### src/logic/l2CachePkg.sv
/*
 * L2 cache shared definitions
 * Geometry, MESI and snoop codes, bus operations, credits and FSM codes
 */
package l2CachePkg;

  //**************************************************************************
  // Geometry
  //**************************************************************************
  localparam int ADDR_WIDTH  = 32;
  localparam int OFFSET_BITS = 6;
  localparam int INDEX_BITS  = 4;
  localparam int TAG_BITS    = 22;
  localparam int WAYS        = 4;
  localparam int SETS        = 16;
  localparam int WAY_BITS    = 2;

  // Line states, I is zero so cleared storage reads as invalid
  localparam logic [1:0] MESI_I = 2'b00;
  localparam logic [1:0] MESI_S = 2'b01;
  localparam logic [1:0] MESI_E = 2'b10;
  localparam logic [1:0] MESI_M = 2'b11;

  // Snoop results as seen by the other caches
  localparam logic [1:0] SNOOP_MISS = 2'b00;
  localparam logic [1:0] SNOOP_HIT  = 2'b01;
  localparam logic [1:0] SNOOP_HITM = 2'b10;

  // L1 operations
  localparam logic OP_READ  = 1'b0;
  localparam logic OP_WRITE = 1'b1;

  // Shared bus operations
  // On the snoop input BUS_WB stands for a snooped write
  localparam logic [1:0] BUS_READ  = 2'b00;
  localparam logic [1:0] BUS_RFO   = 2'b01;
  localparam logic [1:0] BUS_INVAL = 2'b10;
  localparam logic [1:0] BUS_WB    = 2'b11;

  // Initial credit counts per port
  localparam int L1_CREDITS    = 1;
  localparam int SNOOP_CREDITS = 1;
  localparam int BUS_CREDITS   = 2;

  //**************************************************************************
  // Controller FSM states
  //**************************************************************************
  localparam logic [2:0] ST_IDLE    = 3'd0;
  localparam logic [2:0] ST_LOOKUP  = 3'd1;
  localparam logic [2:0] ST_EVICT   = 3'd2;
  localparam logic [2:0] ST_FETCH   = 3'd3;
  localparam logic [2:0] ST_FILL    = 3'd4;
  localparam logic [2:0] ST_UPGRADE = 3'd5;
  localparam logic [2:0] ST_SNOOPWB = 3'd6;

  // Address word, seen either raw or split into its fields
  typedef union packed {
    logic [ADDR_WIDTH-1:0] raw;
    struct packed {
      logic [TAG_BITS-1:0]    tag;
      logic [INDEX_BITS-1:0]  index;
      logic [OFFSET_BITS-1:0] offset;
    } f;
  } cacheAddrT;

endpackage

### src/logic/coherenceCtrl.sv
`timescale 1ns/1ps
/*
 * Coherence controller
 * Takes one L1 or snoop request at a time, runs the MESI transitions
 * and issues shared bus requests under its own credit count
 */
module coherenceCtrl
  import l2CachePkg::*;
(
  input  logic                          clk,
  input  logic                          rstN,
  // L1 request
  input  logic                          l1Valid,
  input  logic                          l1Op,
  input  logic [ADDR_WIDTH-1:0]         l1Addr,
  // Snooped request
  input  logic                          snoopValid,
  input  logic [1:0]                    snoopOp,
  input  logic [ADDR_WIDTH-1:0]         snoopAddr,
  // Shared bus return side
  input  logic                          busCredit,
  input  logic                          fillValid,
  input  logic                          fillShared,
  // Tag store and LRU results
  input  logic                          hit,
  input  logic [WAY_BITS-1:0]           hitWay,
  input  logic [1:0]                    hitState,
  input  logic [WAYS-1:0][TAG_BITS-1:0] wayTags,
  input  logic [WAYS-1:0][1:0]          wayStates,
  input  logic [WAY_BITS-1:0]           victimWay,
  // Tag store and LRU updates
  output cacheAddrT                     lookupAddr,
  output logic                          wrEn,
  output logic [WAY_BITS-1:0]           wrWay,
  output logic [TAG_BITS-1:0]           wrTag,
  output logic [1:0]                    wrState,
  output logic                          touch,
  output logic [WAY_BITS-1:0]           touchWay,
  // Responses and credits
  output logic                          l1RespValid,
  output logic                          l1RespHit,
  output logic                          l1Credit,
  output logic                          snoopRespValid,
  output logic [1:0]                    snoopResult,
  output logic                          snoopCredit,
  // Shared bus request
  output logic                          busValid,
  output logic [1:0]                    busOp,
  output logic [ADDR_WIDTH-1:0]         busAddr,
  // Statistics strobes
  output logic                          lookupStrobe,
  output logic                          lookupHit,
  output logic                          readStrobe,
  output logic                          writeStrobe
);

  logic [2:0]            state;
  // Requests parked while the FSM is busy
  logic                  l1Pend;
  logic                  l1PendOp;
  logic [ADDR_WIDTH-1:0] l1PendAddr;
  logic                  snPend;
  logic [1:0]            snPendOp;
  logic [ADDR_WIDTH-1:0] snPendAddr;
  // Request in service
  cacheAddrT             reqAddr;
  logic                  reqSnoop;
  logic                  reqL1Op;
  logic [1:0]            reqSnOp;
  logic [WAY_BITS-1:0]   wayQ;
  logic [1:0]            busCreditCnt;
  cacheAddrT             busLine;
  logic                  snReq;
  logic                  l1Req;
  logic                  hitM;
  logic                  busIssue;

  assign snReq      = snPend || snoopValid;
  assign l1Req      = l1Pend || l1Valid;
  assign hitM       = hit && hitState == MESI_M;
  assign lookupAddr = reqAddr;

  // Request payloads, no reset needed
  always_ff @(posedge clk) begin
    if (l1Valid) begin
      l1PendOp   <= l1Op;
      l1PendAddr <= l1Addr;
    end
    if (snoopValid) begin
      snPendOp   <= snoopOp;
      snPendAddr <= snoopAddr;
    end
    // Snoop wins over L1 when both wait
    if (state == ST_IDLE) begin
      if (snReq) begin
        reqAddr.raw <= snPend ? snPendAddr : snoopAddr;
        reqSnOp     <= snPend ? snPendOp : snoopOp;
      end else if (l1Req) begin
        reqAddr.raw <= l1Pend ? l1PendAddr : l1Addr;
        reqL1Op     <= l1Pend ? l1PendOp : l1Op;
      end
    end
    // Hit way for an upgrade, victim way for a fill
    if (state == ST_LOOKUP)
      wayQ <= hit ? hitWay : victimWay;
  end

  //**************************************************************************
  // Control FSM
  //**************************************************************************
  always_ff @(posedge clk or negedge rstN) begin
    if (!rstN) begin
      state          <= ST_IDLE;
      l1Pend         <= 1'b0;
      snPend         <= 1'b0;
      reqSnoop       <= 1'b0;
      busCreditCnt   <= 2'(BUS_CREDITS);
      l1RespValid    <= 1'b0;
      l1RespHit      <= 1'b0;
      snoopRespValid <= 1'b0;
      snoopResult    <= SNOOP_MISS;
    end else begin
      l1RespValid    <= 1'b0;
      snoopRespValid <= 1'b0;
      if (l1Valid)
        l1Pend <= 1'b1;
      if (snoopValid)
        snPend <= 1'b1;
      // One credit spent per issue, one back per busCredit pulse
      if (busValid && !busCredit)
        busCreditCnt <= busCreditCnt - 1'b1;
      else if (!busValid && busCredit)
        busCreditCnt <= busCreditCnt + 1'b1;
      case (state)
        ST_IDLE: begin
          if (snReq) begin
            snPend   <= 1'b0;
            reqSnoop <= 1'b1;
            state    <= ST_LOOKUP;
          end else if (l1Req) begin
            l1Pend   <= 1'b0;
            reqSnoop <= 1'b0;
            state    <= ST_LOOKUP;
          end
        end
        ST_LOOKUP: begin
          if (reqSnoop) begin
            snoopRespValid <= 1'b1;
            snoopResult    <= !hit ? SNOOP_MISS : (hitM ? SNOOP_HITM : SNOOP_HIT);
            state          <= hitM ? ST_SNOOPWB : ST_IDLE;
          end else if (hit) begin
            // Hits answer now, an S write still owes an invalidate
            l1RespValid <= 1'b1;
            l1RespHit   <= 1'b1;
            if (reqL1Op == OP_WRITE && hitState == MESI_S)
              state <= ST_UPGRADE;
            else
              state <= ST_IDLE;
          end else begin
            state <= (wayStates[victimWay] == MESI_M) ? ST_EVICT : ST_FETCH;
          end
        end
        ST_EVICT: begin
          if (busValid)
            state <= ST_FETCH;
        end
        ST_FETCH: begin
          if (busValid)
            state <= ST_FILL;
        end
        ST_FILL: begin
          if (fillValid) begin
            l1RespValid <= 1'b1;
            l1RespHit   <= 1'b0;
            state       <= ST_IDLE;
          end
        end
        ST_UPGRADE, ST_SNOOPWB: begin
          if (busValid)
            state <= ST_IDLE;
        end
        default: state <= ST_IDLE;
      endcase
    end
  end

  // Tag store writes and LRU touches
  always_comb begin
    wrEn     = 1'b0;
    wrWay    = hitWay;
    wrTag    = reqAddr.f.tag;
    wrState  = hitState;
    touch    = 1'b0;
    touchWay = hitWay;
    case (state)
      ST_LOOKUP: begin
        if (hit && reqSnoop) begin
          // Snooped read shares the line, anything else takes it away
          wrEn    = 1'b1;
          wrState = (reqSnOp == BUS_READ) ? MESI_S : MESI_I;
        end else if (hit) begin
          touch = 1'b1;
          // Silent E to M upgrade
          if (reqL1Op == OP_WRITE && hitState == MESI_E) begin
            wrEn    = 1'b1;
            wrState = MESI_M;
          end
        end
      end
      ST_UPGRADE: begin
        wrEn    = busValid;
        wrWay   = wayQ;
        wrState = MESI_M;
      end
      ST_FILL: begin
        wrEn     = fillValid;
        wrWay    = wayQ;
        touch    = fillValid;
        touchWay = wayQ;
        if (reqL1Op == OP_WRITE)
          wrState = MESI_M;
        else
          wrState = fillShared ? MESI_S : MESI_E;
      end
      default: ;
    endcase
  end

  //**************************************************************************
  // Shared bus request
  //**************************************************************************
  assign busIssue = state == ST_EVICT || state == ST_FETCH ||
                    state == ST_UPGRADE || state == ST_SNOOPWB;
  // Held low under back-pressure
  assign busValid = busIssue && busCreditCnt != 2'd0;

  always_comb begin
    busLine          = reqAddr;
    busLine.f.offset = '0;
    busOp            = BUS_WB;
    case (state)
      // Victim line address comes from its stored tag
      ST_EVICT:   busLine.f.tag = wayTags[wayQ];
      ST_FETCH:   busOp = (reqL1Op == OP_WRITE) ? BUS_RFO : BUS_READ;
      ST_UPGRADE: busOp = BUS_INVAL;
      default: ;
    endcase
  end

  assign busAddr = busLine.raw;

  // Credits go back once a request fully retires
  assign l1Credit    = l1RespValid;
  assign snoopCredit = (snoopRespValid && snoopResult != SNOOP_HITM) ||
                       (state == ST_SNOOPWB && busValid);

  // Statistics
  assign lookupStrobe = state == ST_LOOKUP && !reqSnoop;
  assign lookupHit    = hit;
  assign readStrobe   = l1Valid && l1Op == OP_READ;
  assign writeStrobe  = l1Valid && l1Op == OP_WRITE;

endmodule

### src/logic/l2Cache.sv
`timescale 1ns/1ps
/*
 * L2 cache top level
 * 4-way MESI cache controller with tag store, LRU and statistics
 */
module l2Cache
  import l2CachePkg::*;
(
  input  logic                  clk,
  input  logic                  rstN,
  input  logic                  l1Valid,
  input  logic                  l1Op,
  input  logic [ADDR_WIDTH-1:0] l1Addr,
  input  logic                  snoopValid,
  input  logic [1:0]            snoopOp,
  input  logic [ADDR_WIDTH-1:0] snoopAddr,
  input  logic                  busCredit,
  input  logic                  fillValid,
  input  logic                  fillShared,
  output logic                  l1RespValid,
  output logic                  l1RespHit,
  output logic                  l1Credit,
  output logic                  snoopRespValid,
  output logic [1:0]            snoopResult,
  output logic                  snoopCredit,
  output logic                  busValid,
  output logic [1:0]            busOp,
  output logic [ADDR_WIDTH-1:0] busAddr,
  output logic [31:0]           hitCount,
  output logic [31:0]           missCount,
  output logic [31:0]           readCount,
  output logic [31:0]           writeCount
);

  // Tag store interface
  cacheAddrT                     lookupAddr;
  logic                          wrEn;
  logic [WAY_BITS-1:0]           wrWay;
  logic [TAG_BITS-1:0]           wrTag;
  logic [1:0]                    wrState;
  logic                          hit;
  logic [WAY_BITS-1:0]           hitWay;
  logic [1:0]                    hitState;
  logic [WAYS-1:0][TAG_BITS-1:0] wayTags;
  logic [WAYS-1:0][1:0]          wayStates;
  // LRU interface
  logic                          touch;
  logic [WAY_BITS-1:0]           touchWay;
  logic [WAY_BITS-1:0]           victimWay;
  // Statistics strobes
  logic                          lookupStrobe;
  logic                          lookupHit;
  logic                          readStrobe;
  logic                          writeStrobe;

  coherenceCtrl ctrl (
    .clk, .rstN,
    .l1Valid, .l1Op, .l1Addr,
    .snoopValid, .snoopOp, .snoopAddr,
    .busCredit, .fillValid, .fillShared,
    .hit, .hitWay, .hitState, .wayTags, .wayStates, .victimWay,
    .lookupAddr, .wrEn, .wrWay, .wrTag, .wrState, .touch, .touchWay,
    .l1RespValid, .l1RespHit, .l1Credit,
    .snoopRespValid, .snoopResult, .snoopCredit,
    .busValid, .busOp, .busAddr,
    .lookupStrobe, .lookupHit, .readStrobe, .writeStrobe
  );

  tagStore tags (
    .clk, .rstN,
    .lookupAddr, .wrEn, .wrWay, .wrTag, .wrState,
    .hit, .hitWay, .hitState, .wayTags, .wayStates
  );

  // LRU follows the set of the request in service
  lruTracker lru (
    .clk, .rstN,
    .index     (lookupAddr.f.index),
    .touch, .touchWay, .wayStates, .victimWay
  );

  statCounters stats (
    .clk, .rstN,
    .lookupStrobe, .lookupHit, .readStrobe, .writeStrobe,
    .hitCount, .missCount, .readCount, .writeCount
  );

endmodule

### src/logic/lruTracker.sv
`timescale 1ns/1ps
/*
 * LRU tracker
 * Age permutation per set, victim pick and age update on access
 */
module lruTracker
  import l2CachePkg::*;
(
  input  logic                 clk,
  input  logic                 rstN,
  input  logic [INDEX_BITS-1:0] index,
  input  logic                 touch,
  input  logic [WAY_BITS-1:0]  touchWay,
  input  logic [WAYS-1:0][1:0] wayStates,
  output logic [WAY_BITS-1:0]  victimWay
);

  // Age 0 is most recent, WAYS-1 is the oldest
  logic [WAY_BITS-1:0] ages [SETS][WAYS];
  logic [WAY_BITS-1:0] touchAge;

  assign touchAge = ages[index][touchWay];

  // Oldest way first, then the lowest invalid way overrides it
  always_comb begin
    victimWay = '0;
    for (int w = 0; w < WAYS; w++) begin
      if (ages[index][w] == WAY_BITS'(WAYS - 1))
        victimWay = WAY_BITS'(w);
    end
    for (int w = WAYS - 1; w >= 0; w--) begin
      if (wayStates[w] == MESI_I)
        victimWay = WAY_BITS'(w);
    end
  end

  always_ff @(posedge clk or negedge rstN) begin
    if (!rstN) begin
      // Ages start equal to the way number
      for (int s = 0; s < SETS; s++) begin
        for (int w = 0; w < WAYS; w++)
          ages[s][w] <= WAY_BITS'(w);
      end
    end else if (touch) begin
      for (int w = 0; w < WAYS; w++) begin
        if (WAY_BITS'(w) == touchWay)
          ages[index][w] <= '0;
        else if (ages[index][w] < touchAge)
          ages[index][w] <= ages[index][w] + 1'b1;
      end
    end
  end

endmodule

### src/logic/statCounters.sv
`timescale 1ns/1ps
/*
 * Statistics counters for L1 hits, misses, reads and writes
 */
module statCounters (
  input  logic        clk,
  input  logic        rstN,
  input  logic        lookupStrobe,
  input  logic        lookupHit,
  input  logic        readStrobe,
  input  logic        writeStrobe,
  output logic [31:0] hitCount,
  output logic [31:0] missCount,
  output logic [31:0] readCount,
  output logic [31:0] writeCount
);

  always_ff @(posedge clk or negedge rstN) begin
    if (!rstN) begin
      hitCount   <= '0;
      missCount  <= '0;
      readCount  <= '0;
      writeCount <= '0;
    end else begin
      // Each lookup is a hit or a miss
      if (lookupStrobe && lookupHit)
        hitCount <= hitCount + 1'b1;
      if (lookupStrobe && !lookupHit)
        missCount <= missCount + 1'b1;
      // Operations count on acceptance
      if (readStrobe)
        readCount <= readCount + 1'b1;
      if (writeStrobe)
        writeCount <= writeCount + 1'b1;
    end
  end

endmodule

### src/logic/tagStore.sv
`timescale 1ns/1ps
/*
 * Tag store
 * Tag and MESI state per way and set, with parallel tag compare
 */
module tagStore
  import l2CachePkg::*;
(
  input  logic                          clk,
  input  logic                          rstN,
  input  cacheAddrT                     lookupAddr,
  input  logic                          wrEn,
  input  logic [WAY_BITS-1:0]           wrWay,
  input  logic [TAG_BITS-1:0]           wrTag,
  input  logic [1:0]                    wrState,
  output logic                          hit,
  output logic [WAY_BITS-1:0]           hitWay,
  output logic [1:0]                    hitState,
  output logic [WAYS-1:0][TAG_BITS-1:0] wayTags,
  output logic [WAYS-1:0][1:0]          wayStates
);

  logic [TAG_BITS-1:0] tagMem   [SETS][WAYS];
  logic [1:0]          stateMem [SETS][WAYS];

  // Tags only matter once the state is valid
  always_ff @(posedge clk) begin
    if (wrEn)
      tagMem[lookupAddr.f.index][wrWay] <= wrTag;
  end

  // Every line starts invalid
  always_ff @(posedge clk or negedge rstN) begin
    if (!rstN) begin
      for (int s = 0; s < SETS; s++) begin
        for (int w = 0; w < WAYS; w++)
          stateMem[s][w] <= MESI_I;
      end
    end else if (wrEn) begin
      stateMem[lookupAddr.f.index][wrWay] <= wrState;
    end
  end

  // Read out the whole indexed set
  always_comb begin
    for (int w = 0; w < WAYS; w++) begin
      wayTags[w]   = tagMem[lookupAddr.f.index][w];
      wayStates[w] = stateMem[lookupAddr.f.index][w];
    end
  end

  // Compare all ways, an I line never matches
  always_comb begin
    hit    = 1'b0;
    hitWay = '0;
    for (int w = 0; w < WAYS; w++) begin
      if (wayStates[w] != MESI_I && wayTags[w] == lookupAddr.f.tag) begin
        hit    = 1'b1;
        hitWay = WAY_BITS'(w);
      end
    end
  end

  assign hitState = wayStates[hitWay];

endmodule

### config.mk
export PLATFORM = sky130hd
export DESIGN_NAME = l2Cache
export DESIGN_NICKNAME = d
export VERILOG_FILES = /design/src/logic/l2CachePkg.sv /design/src/logic/coherenceCtrl.sv /design/src/logic/l2Cache.sv /design/src/logic/lruTracker.sv /design/src/logic/statCounters.sv /design/src/logic/tagStore.sv
export SDC_FILE = /design/constraint.sdc
export NUM_CORES = 2
export LEC_CHECK = 0
export BUFFER_PORTS_ARGS = -buffer_cell sky130_fd_sc_hd__buf_2
export CORE_MARGIN = 2
export CORE_UTILIZATION = 55
export CTS_BUF_LIST = sky130_fd_sc_hd__clkbuf_8
export DETAILED_ROUTE_END_ITERATION = 8
export PLACE_DENSITY = 0.72
export SETUP_SLACK_MARGIN = 0.15
export SLEW_MARGIN = 25
export SYNTH_ARGS = -nofsm -noshare
export SYNTH_HDL_FRONTEND = slang
export SYNTH_HIERARCHICAL = 1
export SYNTH_SLANG_ARGS = --single-unit
export TNS_END_PERCENT = 50
### constraint.sdc
create_clock -name clk -period 9 [get_ports clk]
set_input_delay 0.45 -clock clk [delete_from_list [all_inputs] [get_ports clk]]
set_output_delay 0.45 -clock clk [all_outputs]
set_load 0.01 [all_outputs]
==> metrics.cfg <==
[run_status]
status = complete, no violations

[placed_design]
io_buffers = 225
placed_cells = 6606
hpwl_mm = 136.4
place_congestion = 0.9698

[cells_and_area]
finalNetCount = 5162
layout-drive-gt1-share = 0.3207
nFillCells = 10290
syn_to_final_growth_pct = 12.94
finalNonFillerCells = 7228
fin_util = 0.6268

[cts]
cts_buffer_depth = 4
cts-root-buf = clkbuf_8
h-tree-depth = 5
cts_sinks = 1891
clock_latency_ns = 1.01
postCtsSetupBuffers = 0
ctsHoldBuffers = 60
cts_tree = done
cts_resized = 0
clk_pin_slew_ns = 0.06
numCtsBuffers = 323

[routing]
vias = 46410
wl_per_cell_um = 30.12
drt_iter0_markers = 5309
remaining_drc_errors = 0
ant_nets = 0
finalWirelength_mm = 217.7
via_per_inst = 6.421
first_pass_iters = 8

[global_routing]
antenna_found_initial = 12
grt_max_degree = 83
overflow = 0
grt_pass1_vias = 45840
grt_use_total = 0.2885
grt_pass1_wl_mm = 315.0

[timing]
hold_viol = 0
worst_pin_slew_ns = 1.153
rsz0062_at_grt = no
period_share = 0.8811
max_freq_ghz = 0.1261
fin_skew_ns = 0.06186
max_slew_margin = 0.2280
min_period_ns = 7.930
setup_tns_ns = 0
holdWs_ns = 0.07362
setup_viol = 0
drv_slew = 0

[power]
irDropWorstVdd_v = 0.0002171
leakage_nw = 33.37
power_density_nw_per_um2 = 313.4
p_total_mw = 28.70

[logic_synthesis]
yosysWarnings = 6
syn_area_per_cell_um2 = 17.85
syn_area_um2 = 81080
syn-instance-count = 4543

[critical_path]
critPathKind = reg -> reg
cpPeakStageDelay_ns = 0.91
start_kind = register
crit_family = simple AND/OR/NAND/NOR gates
cp_cell_sequence = buf_4, nor2_2, a221oi_1, nor2_1, nor2_1, xor2_1, a2111oi_0, nand4_1, mux2i_1, a21oi_1, nand3b_1, a21oi_1, a21boi_0, nor2_1, or3b_2, nor2_4, buf_4
crit_path_end_kind = register
cp_slowest_cell = edfxtp_1
required_ns = 9.71
cpMostUsedCell = nor2_1
crit_path_max_fanout = 43
cp_num_buf_inv = 2
arrival_ns = 8.64

[min_path]
hold_class = in -> reg

[floorplanning]
dieWidth_um = 387.9
initial_core_util = 0.5550
core-area_um2 = 146100
ios = 244
die_area_um2 = 150500
num_rows = 140
die_y_um = 387.9

[flow_run]
drv_cap = 0

-- cell usage in the layout, fill, tap and decap left out, drive strengths merged, types with 64 or more instances in the layout --
cell,count
xnor2,163
mux2,306
edfxtp,1494
nor2,151
clkinv,83
mux2i,208
inv,182
nand4,64
o21ai,142
dfrtp,332
dfstp,65
a21oi,79
buf,444
nand3,87
clkbuf,336
nand2,198
mux4,429
-- per-stage QoR --
step / worst slack [ns] / area, um2
after floorplan: 2.247 / 81100
after global placement: 1.569 / 85240
after detailed placement: 1.648 / 85240
after CTS: 1.639 / 91460
after global routing: 0.8766 / 91560
final: 1.070 / 91570
-- cell type report --
| class | count | area (um2) | share of cell area |
|---|---|---|---|
| Timing Repair Buffer | 503 | 4030 | 0.04401 |
| Antenna cell | 4 | 10.01 | 0.0001093 |
| Clock buffer | 336 | 4624 | 0.05050 |
| Clock inverter | 219 | 980.9 | 0.01071 |
| Sequential cell | 1891 | 54880 | 0.5994 |
| Inverter | 54 | 205.2 | 0.002241 |
| Tap cell | 1917 | 2399 | 0.02619 |
| Multi-Input combinational cell | 2304 | 24430 | 0.2669 |
-- routing by layer --
| layer | GRT usage | routed length [um] | share of wire |
|---|---|---|---|
| met1 | 0.4027 | 85540 | 0.39 |
| met2 | 0.4366 | 99390 | 0.46 |
| met3 | 0.08129 | 24170 | 0.11 |
| met4 | 0.1073 | 8457 | 0.039 |
| met5 | 0 | 136 | 0.00062 |
-- path summary, 6_finish.rpt --
check / start / endpoint / slack, ns / depth (start not counted)
min in group asynchronous: rstN / stats/missCount[28] / 0.08 / 3
hold / removal: l1Valid / ctrl/l1PendAddr[28] / 0.07 / 2
setup reg to reg: ctrl/lookupAddr[9] / tags/tagMem[13][86] / 1.07 / 17
max in group asynchronous: rstN / stats/writeCount[8] / 7.40 / 4
setup / recovery: ctrl/lookupAddr[9] / tags/tagMem[13][86] / 1.07 / 17
hold reg to reg: stats/hitCount[31] / stats/hitCount[31] / 0.47 / 1
-- registers in the layout, summed over array words and instances, names as in the netlist, 3 cells and up --
register          count
ctrl/state            3
stats/hitCount       32
stats/readCount      32
tags/stateMem       128
ctrl/lookupAddr      26
tags/tagMem        1408
stats/writeCount     32
ctrl/l1PendAddr      26
ctrl/snPendAddr      26
stats/missCount      32
lru/ages            128
-- report_power, final --
group / switching [mW] / internal (mW) / leakage, nW
combinational: 7.06 / 3.67 / 11.3
clock: 3.31 / 3.55 / 3.34
sequential: 0.421 / 10.7 / 18.8
-- worst register-to-register path, stage by stage (launching register included) --
cell and delay, ns:
edfxtp_1 0.91, buf_4 0.67, nor2_2 0.38, a221oi_1 0.34, nor2_1 0.08, nor2_1 0.60, xor2_1 0.15, a2111oi_0 0.44
nand4_1 0.62, mux2i_1 0.61, a21oi_1 0.27, nand3b_1 0.24, a21oi_1 0.21, a21boi_0 0.11, nor2_1 0.25, or3b_2 0.80
nor2_4 0.69, buf_4 0.30
No activity file was read; power rests on OpenSTA's default activity.
